File: src/rtl/tile_conf_pkg.sv
// Tile slice configuration

package tile_conf_pkg;

  // --------------------
  // Datapath
  // --------------------
  localparam int DATA_W = 32;

  // Register file size
  localparam int REG_NUM = 16;

  // --------------------
  // Common types
  // --------------------
  typedef logic [$clog2(REG_NUM)-1:0] reg_idx_t;

  typedef logic [DATA_W-1:0] data_t;

  // Fetch address of an instruction
  typedef logic [31:0] pc_t;

endpackage : tile_conf_pkg

File: src/rtl/tile_inst_pkg.sv
// Instruction formats

package tile_inst_pkg;

  import tile_conf_pkg::*;

  // Top two bits of every word
  typedef enum logic [1:0] {
    CAT_ALU  = 2'd0,
    CAT_BRU  = 2'd1,
    CAT_RSV2 = 2'd2,
    CAT_RSV3 = 2'd3
  } inst_cat_e;

  // Shifts use b[4:0], SLT is signed
  typedef enum logic [2:0] {
    ADD, SUB, AND, OR, XOR, SLL, SRL, SLT
  } alu_op_e;

  typedef enum logic [2:0] {
    EQ, NE, LT, GE, LTU, GEU, ALWAYS, NEVER
  } br_cond_e;

  // --------------------
  // Word layouts
  // --------------------
  typedef struct packed {
    inst_cat_e   cat;
    alu_op_e     op;
    reg_idx_t    rd;
    reg_idx_t    rs1;
    reg_idx_t    rs2;
    logic        imm_en;
    logic [13:0] imm;
  } alu_inst_t;

  typedef struct packed {
    inst_cat_e   cat;
    br_cond_e    cond;
    reg_idx_t    rs1;
    reg_idx_t    rs2;
    logic [18:0] offset;
  } bru_inst_t;

  // Category sits in the same bits of both views
  typedef union packed {
    alu_inst_t alu;
    bru_inst_t bru;
  } inst_word_u;

endpackage : tile_inst_pkg

File: src/rtl/alu_pipe.sv
// Integer ALU pipe
`timescale 1ns/1ps

module alu_pipe
  import tile_conf_pkg::*;
  import tile_inst_pkg::*;
#(
  parameter  int ROB_DEPTH = 8,
  localparam int TAG_W     = $clog2(ROB_DEPTH)
) (
  input  logic             i_clk,
  input  logic             i_rst_n,
  input  logic             i_valid,
  input  alu_op_e          i_op,
  input  data_t            i_a,
  input  data_t            i_b,
  input  reg_idx_t         i_rd,
  input  logic [TAG_W-1:0] i_tag,
  output logic             o_wb_valid,
  output reg_idx_t         o_wb_rd,
  output data_t            o_wb_data,
  output logic [TAG_W-1:0] o_wb_tag
);

  data_t w_result;
  logic  w_slt;

  assign w_slt = ($signed(i_a) < $signed(i_b));

  always_comb begin
    unique case (i_op)
      ADD: w_result = i_a + i_b;
      SUB: w_result = i_a - i_b;
      AND: w_result = i_a & i_b;
      OR:  w_result = i_a | i_b;
      XOR: w_result = i_a ^ i_b;
      SLL: w_result = i_a << i_b[4:0];
      SRL: w_result = i_a >> i_b[4:0];
      SLT: w_result = {{(DATA_W-1){1'b0}}, w_slt};
    endcase
  end

  // --------------------
  // Writeback stage
  // --------------------
  always_ff @(posedge i_clk or negedge i_rst_n) begin
    if (!i_rst_n) begin
      o_wb_valid <= 1'b0;
    end else begin
      o_wb_valid <= i_valid;
    end
  end

  always_ff @(posedge i_clk) begin
    o_wb_rd   <= i_rd;
    o_wb_data <= w_result;
    o_wb_tag  <= i_tag;
  end

endmodule : alu_pipe

File: src/rtl/bru_pipe.sv
// Branch compare pipe
`timescale 1ns/1ps

module bru_pipe
  import tile_conf_pkg::*;
  import tile_inst_pkg::*;
#(
  parameter  int ROB_DEPTH = 8,
  localparam int TAG_W     = $clog2(ROB_DEPTH)
) (
  input  logic             i_clk,
  input  logic             i_rst_n,
  input  logic             i_valid,
  input  br_cond_e         i_cond,
  input  data_t            i_a,
  input  data_t            i_b,
  input  pc_t              i_target,
  input  logic [TAG_W-1:0] i_tag,
  output logic             o_done_valid,
  output logic [TAG_W-1:0] o_done_tag,
  output logic             o_taken,
  output pc_t              o_target
);

  logic             w_eq;
  logic             w_lt;
  logic             w_ltu;
  logic             w_taken;
  logic             r_s1_valid;
  logic             r_s1_taken;
  pc_t              r_s1_target;
  logic [TAG_W-1:0] r_s1_tag;

  assign w_eq  = (i_a == i_b);
  assign w_lt  = ($signed(i_a) < $signed(i_b));
  assign w_ltu = (i_a < i_b);

  always_comb begin
    w_taken = 1'b0;
    case (i_cond)
      EQ:     w_taken = w_eq;
      NE:     w_taken = ~w_eq;
      LT:     w_taken = w_lt;
      GE:     w_taken = ~w_lt;
      LTU:    w_taken = w_ltu;
      GEU:    w_taken = ~w_ltu;
      ALWAYS: w_taken = 1'b1;
      NEVER:  w_taken = 1'b0;
    endcase
  end

  // Stage 1 holds the decision, stage 2 reports
  always_ff @(posedge i_clk or negedge i_rst_n) begin
    if (!i_rst_n) begin
      r_s1_valid   <= 1'b0;
      o_done_valid <= 1'b0;
    end else begin
      r_s1_valid   <= i_valid;
      o_done_valid <= r_s1_valid;
    end
  end

  always_ff @(posedge i_clk) begin
    r_s1_taken  <= w_taken;
    r_s1_target <= i_target;
    r_s1_tag    <= i_tag;
    o_taken     <= r_s1_taken;
    o_target    <= r_s1_target;
    o_done_tag  <= r_s1_tag;
  end

endmodule : bru_pipe

File: src/rtl/dispatch_ctrl.sv
// Dispatch and scoreboard
`timescale 1ns/1ps

module dispatch_ctrl
  import tile_conf_pkg::*;
  import tile_inst_pkg::*;
#(
  parameter  int ROB_DEPTH = 8,
  localparam int TAG_W     = $clog2(ROB_DEPTH)
) (
  input  logic             i_clk,
  input  logic             i_rst_n,
  input  logic             i_disp_valid,
  input  inst_word_u       i_disp_inst,
  input  pc_t              i_disp_pc,
  output logic             o_disp_ready,
  output reg_idx_t         o_rd_idx1,
  output reg_idx_t         o_rd_idx2,
  input  data_t            i_rd_data1,
  input  data_t            i_rd_data2,
  input  logic             i_wb_valid,
  input  reg_idx_t         i_wb_rd,
  input  logic             i_rob_full,
  input  logic [TAG_W-1:0] i_alloc_tag,
  output logic             o_alu_valid,
  output alu_op_e          o_alu_op,
  output data_t            o_alu_a,
  output data_t            o_alu_b,
  output reg_idx_t         o_alu_rd,
  output logic [TAG_W-1:0] o_alu_tag,
  output logic             o_bru_valid,
  output br_cond_e         o_bru_cond,
  output data_t            o_bru_a,
  output data_t            o_bru_b,
  output pc_t              o_bru_target,
  output logic [TAG_W-1:0] o_bru_tag,
  output logic             o_alloc_valid,
  output logic             o_alloc_illegal,
  output logic             o_alloc_is_br
);

  inst_cat_e          w_cat;
  logic               w_is_alu;
  logic               w_is_bru;
  logic               w_use_rs2;
  logic               w_hazard;
  logic               w_accept;
  data_t              w_imm;
  pc_t                w_target;
  logic [REG_NUM-1:0] r_pending;

  // --------------------
  // Decode
  // --------------------
  assign w_cat    = i_disp_inst.alu.cat;
  assign w_is_alu = (w_cat == CAT_ALU);
  assign w_is_bru = (w_cat == CAT_BRU);

  assign o_rd_idx1 = w_is_bru ? i_disp_inst.bru.rs1 : i_disp_inst.alu.rs1;
  assign o_rd_idx2 = w_is_bru ? i_disp_inst.bru.rs2 : i_disp_inst.alu.rs2;
  assign w_use_rs2 = w_is_bru | (w_is_alu & ~i_disp_inst.alu.imm_en);

  assign w_imm    = {{(DATA_W-14){i_disp_inst.alu.imm[13]}}, i_disp_inst.alu.imm};
  assign w_target = i_disp_pc + {{13{i_disp_inst.bru.offset[18]}}, i_disp_inst.bru.offset};

  // Illegal words read nothing
  assign w_hazard = ((w_is_alu | w_is_bru) & r_pending[o_rd_idx1]) |
                    (w_use_rs2 & r_pending[o_rd_idx2]);

  assign o_disp_ready = ~i_rob_full & ~w_hazard;
  assign w_accept     = i_disp_valid & o_disp_ready;

  // Every accepted word takes a ROB entry
  assign o_alloc_valid   = w_accept;
  assign o_alloc_illegal = ~(w_is_alu | w_is_bru);
  assign o_alloc_is_br   = w_is_bru;

  // Set wins over a same-edge clear
  always_ff @(posedge i_clk or negedge i_rst_n) begin
    if (!i_rst_n) begin
      r_pending <= '0;
    end else begin
      if (i_wb_valid) begin
        r_pending[i_wb_rd] <= 1'b0;
      end
      if (w_accept && w_is_alu) begin
        r_pending[i_disp_inst.alu.rd] <= 1'b1;
      end
    end
  end

  // --------------------
  // Issue
  // --------------------
  always_ff @(posedge i_clk or negedge i_rst_n) begin
    if (!i_rst_n) begin
      o_alu_valid <= 1'b0;
      o_bru_valid <= 1'b0;
    end else begin
      o_alu_valid <= w_accept & w_is_alu;
      o_bru_valid <= w_accept & w_is_bru;
    end
  end

  always_ff @(posedge i_clk) begin
    if (w_accept) begin
      o_alu_op     <= i_disp_inst.alu.op;
      o_alu_a      <= i_rd_data1;
      o_alu_b      <= i_disp_inst.alu.imm_en ? w_imm : i_rd_data2;
      o_alu_rd     <= i_disp_inst.alu.rd;
      o_alu_tag    <= i_alloc_tag;
      o_bru_cond   <= i_disp_inst.bru.cond;
      o_bru_a      <= i_rd_data1;
      o_bru_b      <= i_rd_data2;
      o_bru_target <= w_target;
      o_bru_tag    <= i_alloc_tag;
    end
  end

endmodule : dispatch_ctrl

File: src/rtl/int_regfile.sv
// Integer register file
`timescale 1ns/1ps

module int_regfile
  import tile_conf_pkg::*;
(
  input  logic     i_clk,
  input  logic     i_rst_n,
  input  reg_idx_t i_rd_idx1,
  input  reg_idx_t i_rd_idx2,
  input  logic     i_wr_valid,
  input  reg_idx_t i_wr_idx,
  input  data_t    i_wr_data,
  output data_t    o_rd_data1,
  output data_t    o_rd_data2
);

  data_t r_regs [REG_NUM];

  // Registers start at zero
  always_ff @(posedge i_clk or negedge i_rst_n) begin
    if (!i_rst_n) begin
      for (int i = 0; i < REG_NUM; i++) begin
        r_regs[i] <= '0;
      end
    end else if (i_wr_valid) begin
      r_regs[i_wr_idx] <= i_wr_data;
    end
  end

  // No bypass, the scoreboard covers it
  assign o_rd_data1 = r_regs[i_rd_idx1];
  assign o_rd_data2 = r_regs[i_rd_idx2];

endmodule : int_regfile

File: src/rtl/rob.sv
// Reorder buffer
`timescale 1ns/1ps

module rob
  import tile_conf_pkg::*;
#(
  parameter  int ROB_DEPTH = 8,
  localparam int TAG_W     = $clog2(ROB_DEPTH)
) (
  input  logic             i_clk,
  input  logic             i_rst_n,
  input  logic             i_alloc_valid,
  input  logic             i_alloc_illegal,
  input  logic             i_alloc_is_br,
  output logic [TAG_W-1:0] o_alloc_tag,
  output logic             o_full,
  input  logic             i_alu_done_valid,
  input  logic [TAG_W-1:0] i_alu_done_tag,
  input  reg_idx_t         i_alu_rd,
  input  data_t            i_alu_data,
  input  logic             i_bru_done_valid,
  input  logic [TAG_W-1:0] i_bru_done_tag,
  input  logic             i_bru_taken,
  input  pc_t              i_bru_target,
  output logic             o_cmt_valid,
  output logic             o_cmt_illegal,
  output logic             o_cmt_is_br,
  output reg_idx_t         o_cmt_rd,
  output data_t            o_cmt_data,
  output logic             o_cmt_br_taken,
  output pc_t              o_cmt_br_target
);

  logic [TAG_W-1:0]   r_head;
  logic [TAG_W-1:0]   r_tail;
  logic [TAG_W:0]     r_count;
  logic [ROB_DEPTH-1:0] r_done;

  logic     r_illegal [ROB_DEPTH];
  logic     r_is_br   [ROB_DEPTH];
  reg_idx_t r_rd      [ROB_DEPTH];
  data_t    r_data    [ROB_DEPTH];
  logic     r_taken   [ROB_DEPTH];
  pc_t      r_target  [ROB_DEPTH];

  assign o_alloc_tag = r_tail;
  assign o_full      = (r_count == (TAG_W+1)'(ROB_DEPTH));

  // --------------------
  // Pointers and status
  // --------------------
  always_ff @(posedge i_clk or negedge i_rst_n) begin
    if (!i_rst_n) begin
      r_head  <= '0;
      r_tail  <= '0;
      r_count <= '0;
      r_done  <= '0;
    end else begin
      if (i_alu_done_valid) begin
        r_done[i_alu_done_tag] <= 1'b1;
      end
      if (i_bru_done_valid) begin
        r_done[i_bru_done_tag] <= 1'b1;
      end
      // Illegal entries never see a pipe
      if (i_alloc_valid) begin
        r_done[r_tail] <= i_alloc_illegal;
        r_tail         <= r_tail + 1'b1;
      end
      if (o_cmt_valid) begin
        r_head <= r_head + 1'b1;
      end
      r_count <= r_count + i_alloc_valid - o_cmt_valid;
    end
  end

  // Entry payload
  always_ff @(posedge i_clk) begin
    if (i_alloc_valid) begin
      r_illegal[r_tail] <= i_alloc_illegal;
      r_is_br[r_tail]   <= i_alloc_is_br;
    end
    if (i_alu_done_valid) begin
      r_rd[i_alu_done_tag]   <= i_alu_rd;
      r_data[i_alu_done_tag] <= i_alu_data;
    end
    if (i_bru_done_valid) begin
      r_taken[i_bru_done_tag]  <= i_bru_taken;
      r_target[i_bru_done_tag] <= i_bru_target;
    end
  end

  // --------------------
  // Commit
  // --------------------
  assign o_cmt_valid     = (r_count != '0) & r_done[r_head];
  assign o_cmt_illegal   = r_illegal[r_head];
  assign o_cmt_is_br     = r_is_br[r_head];
  assign o_cmt_rd        = r_rd[r_head];
  assign o_cmt_data      = r_data[r_head];
  assign o_cmt_br_taken  = r_taken[r_head];
  assign o_cmt_br_target = r_target[r_head];

endmodule : rob

File: src/rtl/tile_top.sv
// Execution slice top
`timescale 1ns/1ps

module tile_top
  import tile_conf_pkg::*;
  import tile_inst_pkg::*;
#(
  parameter  int ROB_DEPTH = 8,
  localparam int TAG_W     = $clog2(ROB_DEPTH)
) (
  input  logic       i_clk,
  input  logic       i_rst_n,
  input  logic       i_disp_valid,
  input  inst_word_u i_disp_inst,
  input  pc_t        i_disp_pc,
  output logic       o_disp_ready,
  output logic       o_cmt_valid,
  output logic       o_cmt_illegal,
  output logic       o_cmt_is_br,
  output reg_idx_t   o_cmt_rd,
  output data_t      o_cmt_data,
  output logic       o_cmt_br_taken,
  output pc_t        o_cmt_br_target
);

  reg_idx_t         w_rd_idx1;
  reg_idx_t         w_rd_idx2;
  data_t            w_rd_data1;
  data_t            w_rd_data2;
  logic             w_rob_full;
  logic [TAG_W-1:0] w_alloc_tag;
  logic             w_alloc_valid;
  logic             w_alloc_illegal;
  logic             w_alloc_is_br;

  // --------------------
  // ALU issue and writeback
  // --------------------
  logic             w_alu_valid;
  alu_op_e          w_alu_op;
  data_t            w_alu_a;
  data_t            w_alu_b;
  reg_idx_t         w_alu_rd;
  logic [TAG_W-1:0] w_alu_tag;
  logic             w_wb_valid;
  reg_idx_t         w_wb_rd;
  data_t            w_wb_data;
  logic [TAG_W-1:0] w_wb_tag;

  // --------------------
  // Branch issue and report
  // --------------------
  logic             w_bru_valid;
  br_cond_e         w_bru_cond;
  data_t            w_bru_a;
  data_t            w_bru_b;
  pc_t              w_bru_target;
  logic [TAG_W-1:0] w_bru_tag;
  logic             w_br_done_valid;
  logic [TAG_W-1:0] w_br_done_tag;
  logic             w_br_taken;
  pc_t              w_br_target;

  dispatch_ctrl #(.ROB_DEPTH(ROB_DEPTH)) u_dispatch_ctrl (
    .i_clk(i_clk), .i_rst_n(i_rst_n),
    .i_disp_valid(i_disp_valid), .i_disp_inst(i_disp_inst), .i_disp_pc(i_disp_pc),
    .o_disp_ready(o_disp_ready),
    .o_rd_idx1(w_rd_idx1), .o_rd_idx2(w_rd_idx2),
    .i_rd_data1(w_rd_data1), .i_rd_data2(w_rd_data2),
    .i_wb_valid(w_wb_valid), .i_wb_rd(w_wb_rd),
    .i_rob_full(w_rob_full), .i_alloc_tag(w_alloc_tag),
    .o_alu_valid(w_alu_valid), .o_alu_op(w_alu_op), .o_alu_a(w_alu_a),
    .o_alu_b(w_alu_b), .o_alu_rd(w_alu_rd), .o_alu_tag(w_alu_tag),
    .o_bru_valid(w_bru_valid), .o_bru_cond(w_bru_cond), .o_bru_a(w_bru_a),
    .o_bru_b(w_bru_b), .o_bru_target(w_bru_target), .o_bru_tag(w_bru_tag),
    .o_alloc_valid(w_alloc_valid), .o_alloc_illegal(w_alloc_illegal),
    .o_alloc_is_br(w_alloc_is_br)
  );

  int_regfile u_int_regfile (
    .i_clk(i_clk), .i_rst_n(i_rst_n),
    .i_rd_idx1(w_rd_idx1), .i_rd_idx2(w_rd_idx2),
    .i_wr_valid(w_wb_valid), .i_wr_idx(w_wb_rd), .i_wr_data(w_wb_data),
    .o_rd_data1(w_rd_data1), .o_rd_data2(w_rd_data2)
  );

  alu_pipe #(.ROB_DEPTH(ROB_DEPTH)) u_alu_pipe (
    .i_clk(i_clk), .i_rst_n(i_rst_n),
    .i_valid(w_alu_valid), .i_op(w_alu_op), .i_a(w_alu_a), .i_b(w_alu_b),
    .i_rd(w_alu_rd), .i_tag(w_alu_tag),
    .o_wb_valid(w_wb_valid), .o_wb_rd(w_wb_rd), .o_wb_data(w_wb_data),
    .o_wb_tag(w_wb_tag)
  );

  bru_pipe #(.ROB_DEPTH(ROB_DEPTH)) u_bru_pipe (
    .i_clk(i_clk), .i_rst_n(i_rst_n),
    .i_valid(w_bru_valid), .i_cond(w_bru_cond), .i_a(w_bru_a), .i_b(w_bru_b),
    .i_target(w_bru_target), .i_tag(w_bru_tag),
    .o_done_valid(w_br_done_valid), .o_done_tag(w_br_done_tag),
    .o_taken(w_br_taken), .o_target(w_br_target)
  );

  rob #(.ROB_DEPTH(ROB_DEPTH)) u_rob (
    .i_clk(i_clk), .i_rst_n(i_rst_n),
    .i_alloc_valid(w_alloc_valid), .i_alloc_illegal(w_alloc_illegal),
    .i_alloc_is_br(w_alloc_is_br), .o_alloc_tag(w_alloc_tag), .o_full(w_rob_full),
    .i_alu_done_valid(w_wb_valid), .i_alu_done_tag(w_wb_tag),
    .i_alu_rd(w_wb_rd), .i_alu_data(w_wb_data),
    .i_bru_done_valid(w_br_done_valid), .i_bru_done_tag(w_br_done_tag),
    .i_bru_taken(w_br_taken), .i_bru_target(w_br_target),
    .o_cmt_valid(o_cmt_valid), .o_cmt_illegal(o_cmt_illegal), .o_cmt_is_br(o_cmt_is_br),
    .o_cmt_rd(o_cmt_rd), .o_cmt_data(o_cmt_data),
    .o_cmt_br_taken(o_cmt_br_taken), .o_cmt_br_target(o_cmt_br_target)
  );

endmodule : tile_top

File: config.mk
export PLATFORM = sky130hd
export DESIGN_NAME = tile_top
export DESIGN_NICKNAME = d
export VERILOG_FILES = /design/src/rtl/tile_conf_pkg.sv /design/src/rtl/tile_inst_pkg.sv /design/src/rtl/alu_pipe.sv /design/src/rtl/bru_pipe.sv /design/src/rtl/dispatch_ctrl.sv /design/src/rtl/int_regfile.sv /design/src/rtl/rob.sv /design/src/rtl/tile_top.sv
export SDC_FILE = /design/constraint.sdc
export NUM_CORES = 2
export LEC_CHECK = 0
export ABC_AREA = 1
export BUFFER_PORTS_ARGS = -buffer_cell sky130_fd_sc_hd__buf_4
export CAP_MARGIN = 0
export CORE_UTILIZATION = 30
export CTS_CLUSTER_SIZE = 10
export DETAILED_ROUTE_END_ITERATION = 6
export SLEW_MARGIN = 20
export SYNTH_ARGS = -nofsm -noshare
export SYNTH_HDL_FRONTEND = slang
export SYNTH_SLANG_ARGS = --single-unit
File: constraint.sdc
create_clock -name i_clk -period 9 [get_ports i_clk]
set_clock_uncertainty 0.1 [all_clocks]
set_input_delay 1.8 -clock i_clk [delete_from_list [all_inputs] [get_ports i_clk]]
set_output_delay 1.8 -clock i_clk [all_outputs]
set_load 0.03 [all_outputs]
==> impl_results.md <==
- Sink Count: between 1000 and 1500
- Critical Path RT: 7.10 ns
- Post-layout minimum cycle time: between 6 and 7 ns
- Violated checks: design-rule violations
- Status: complete, but fails checks
- First-pass GRT wire length: approximately 360 mm
- Area contributors post-synth: edfxtp_1, dfrtp_1, o21ai_0
- Htree depth: 4
- # port buffers: 139
- CP Max Fanout: 34
- Antenna Violating Nets Remaining: 0
- Clock slew at reported path FFs: about 0.05 ns
- Via count: ~60000
- Final setup fails: 0
- TritonCTS Buffers: roughly 160
- Fin. Hold Viols: 0
- Vias in the first global route: 54900
- Post-Syn Area per Cell: 8.57 µm²
- Initial antenna violation count: 8
- Layout cells sized above 1: 6.15%
- IO Count: 140
- Crit path capture type: output pin
- Clock Latency Late Sink: 0.87 ns
- Post-Syn Nets: between 8000 and 9000
- Most frequent cell after synthesis: o21ai_0
- Dpl hpwl: about 160 mm
- Worst endpoint data arrival time: around 4.7 ns
- Pint: around 0.013 W
- Hold_buf cts: 0
- Final max-slew violation count: 0
- Post-synth cell types: 48
- Vias per cell: roughly 5.3
- Worst-Margin Slew: 1.18 ns
- Worst reg2reg startpoint: u_dispatch_ctrl.o_alu_b[2]$_DFFE_PN_
- Max_cap viols: 0
- TritonCTS clock tree: built
- Sw Ratio: between 30% and 40%
- Row count: about 180
- Ys Warns: 0
- CTS max path bufs: 3
- Max VDD drop: approximately 150 µV
- GRT Residual Overflow: 0
- Placed instance area: about 73000 µm²
- Post-synth ARST share: 40.4%
- Synth top area share: 30.6%
- R2r setup slk: 4.43 ns
- Startpoint Class: input port
- Area growth syn-to-layout: 12.3%
- RSZ-0062 raised after global routing: no
- Post-CTS Resized: 0
- WS Path Type: in2out
- Drt wl/cell: 22.5 µm
- Overall die width: a little under 500 µm
- FILL cells: roughly 24000
- Sequential Power Share: 39.3%
- Maximum number of pins on one net before global-route repair: 191
- Total track usage: a little over a fifth
- Remaining DRCs: 3
- Critical path endpoint: o_disp_ready
- Logic gate share of total power: around 31%
- Fin nets: between 8000 and 9000
- Clk pwr share: between 20% and 30%
- Reg2reg end: u_alu_pipe.o_wb_data[15]$_DFF_P_
- DRT Pass-1 Iters: 7
- Die area: 233000 µm²
- Post-synth EDFFs: ~700
- Core ar.: 230000 µm²
- RD Place Congestion: slightly above 1
- Fmax: between 0.15 and 0.2 GHz
- Post-Syn Area: 69300 µm²
- Sequential fraction of the synthesis area: 53.6%
- Final WL: approximately 250 mm
- Worst Hold Class: reg2reg
- Top FF cell, synth: edfxtp_1
- Setup TNS: 0 ns
- Leakage power: about 30 nW
- Die Ht: around 480 µm
- Slew margin rel.: 21.5%
- Yosys reg bits: ~1400
- Hold WS: 0.216 ns
- Worst setup margin: 2.39 ns
- Post-route cell area: a little under 80000 µm²
- Tcrit/Tclk final: around three quarters
- Iter 0 DRT Violations: between 6000 and 7000
- Top cells by count, synth: o21ai_0, nand2_1, nor2_1, edfxtp_1, inv_1
- Place WS: about 2.4 ns
- Post-synthesis cell count: 8084
- Yosys top cell by area: edfxtp_1
- Clock Root Buffer: clkbuf_16
- Reported net switching power: 0.00797 W
- Worst R2R Path Depth: 13
- CP Launch Point: i_disp_inst[31]
- Initial Util: a little under a third
- Postcts setup bufs: 0
- P per Cell Area: between 200 and 300 nW/µm²
## metrics by stage
step	util (%)	instances	power, W
global route	33.9	11100	0.0216
CTS	33.9	11100	0.0207
detailed placement	31.7	10800	0.0145
finish	33.9	11100	0.0206
floorplan	-	8084	0.0119
global placement	31.7	10800	0.0144
## power groups by stage
stage,clock network (W),logic (W),registers (W)
after floorplan,0,0.00416,0.00776
after global placement,0,0.00623,0.00819
after detailed placement,0,0.00631,0.00820
after CTS,0.00630,0.00632,0.00809
after global routing,0.00652,0.00695,0.00816
final,0.00618,0.00635,0.00810
## critical path: stages
cell and delay (ns):
buf_4 0.16, inv_2 0.23, nand2_4 0.26, nand2_1 0.18, o21ai_4 0.06, buf_4 0.33
inv_2 0.11, buf_4 0.60, nand3_1 0.14, nand2_1 0.10, nor2_1 0.05, nor2_2 0.09
buf_4 0.30, buf_4 0.24
## worst min path at each step
stage,from,end,slack (ns),cells past startpoint
2_1_floorplan,u_bru_pipe.r_s1_taken$_DFF_P_,u_bru_pipe.o_taken$_DFF_P_,0.21,0
3_3_place_gp,u_bru_pipe.r_s1_target[7]$_DFF_P_,u_bru_pipe.o_target[7]$_DFF_P_,0.21,0
3_5_place_dp,u_bru_pipe.r_s1_target[1]$_DFF_P_,u_bru_pipe.o_target[1]$_DFF_P_,0.21,0
4_1_cts,u_bru_pipe.r_s1_target[9]$_DFF_P_,u_bru_pipe.o_target[9]$_DFF_P_,0.22,0
5_1_grt,u_bru_pipe.r_s1_target[5]$_DFF_P_,u_bru_pipe.o_target[5]$_DFF_P_,0.23,0
6_report,u_bru_pipe.r_s1_target[9]$_DFF_P_,u_bru_pipe.o_target[9]$_DFF_P_,0.22,0
## registers in the layout, summed over array words and instances, names as in the netlist, 8 cells and up
| signal | flops |
|---|---|
| u_rob.r_target | 256 |
| u_rob.r_data | 256 |
| u_rob.r_is_br | 8 |
| u_dispatch_ctrl.o_alu_a | 32 |
| u_rob.r_illegal | 8 |
| u_rob.r_taken | 8 |
| u_bru_pipe.o_target | 32 |
| u_rob.r_rd | 32 |
| u_dispatch_ctrl.o_alu_b | 32 |
| u_dispatch_ctrl.o_bru_target | 32 |
| u_alu_pipe.o_wb_data | 32 |
| u_dispatch_ctrl.r_pending | 16 |
| u_rob.r_done | 8 |
| u_dispatch_ctrl.o_bru_b | 32 |
| u_int_regfile.r_regs | 512 |
| u_bru_pipe.r_s1_target | 32 |
## area by class of cell
type	count	area, µm²	area share, %
Clock inverter	23	445	0.572
Clock buffer	256	4470	5.74
Timing Repair Buffer	231	1800	2.32
Inverter	592	2240	2.88
Tap cell	3026	3790	4.86
Sequential cell	1365	37200	47.7
Multi-Input combinational cell	5562	27900	35.9
Antenna cell	3	7.51	0.00964
## metal layers
| metal | share of wire [%] | vias to the layer above | global-route usage, % |
|---|---|---|---|
| li1 | - | 27400 | - |
| met1 | 43 | 28700 | 27.9 |
| met2 | 46 | 2402 | 33.5 |
| met3 | 7.5 | 443 | 3.43 |
| met4 | 3.9 | 4 | 8.22 |
| met5 | 0.012 | - | 0 |
## layout by cell type (no fill, tap or decap), drive strengths merged, types with 20 or more instances in the layout
| cell type | Yosys | layout |
|---|---|---|
| a21oi | 499 | 499 |
| a31oi | 94 | 94 |
| buf | 144 | 231 |
| clkbuf | 421 | 256 |
| clkinv | 5 | 20 |
| dfrtp | 551 | 551 |
| dfxtp | 108 | 108 |
| edfxtp | 706 | 706 |
| ha | 168 | 168 |
| inv | 587 | 590 |
| nand2 | 1452 | 1452 |
| nand3 | 361 | 361 |
| nand4 | 44 | 44 |
| nor2 | 901 | 901 |
| nor3 | 35 | 35 |
| o211ai | 162 | 162 |
| o21a | 21 | 21 |
| o21ai | 1535 | 1535 |
| o221ai | 64 | 64 |
| o22ai | 85 | 85 |
| xor2 | 30 | 30 |
## cell families (layout without fill, tap and decap cells)
kind of cell / count (synthesis) / in the layout / synth area share, %
DFF: 1365 / 1365 / 53.6
buffers and inverters: 1157 / 1102 / 6.50
adders and majority gates: 172 / 172 / 3.15
and+or+nand+nor: 2819 / 2819 / 16.3
xor gates and xnor gates: 42 / 42 / 0.531
muxes: 17 / 17 / 0.246
AOI/OAI and AO/OA: 2512 / 2512 / 19.7
other: 0 / 3 / 0
Note: power is estimated with default switching activity, not from simulation.
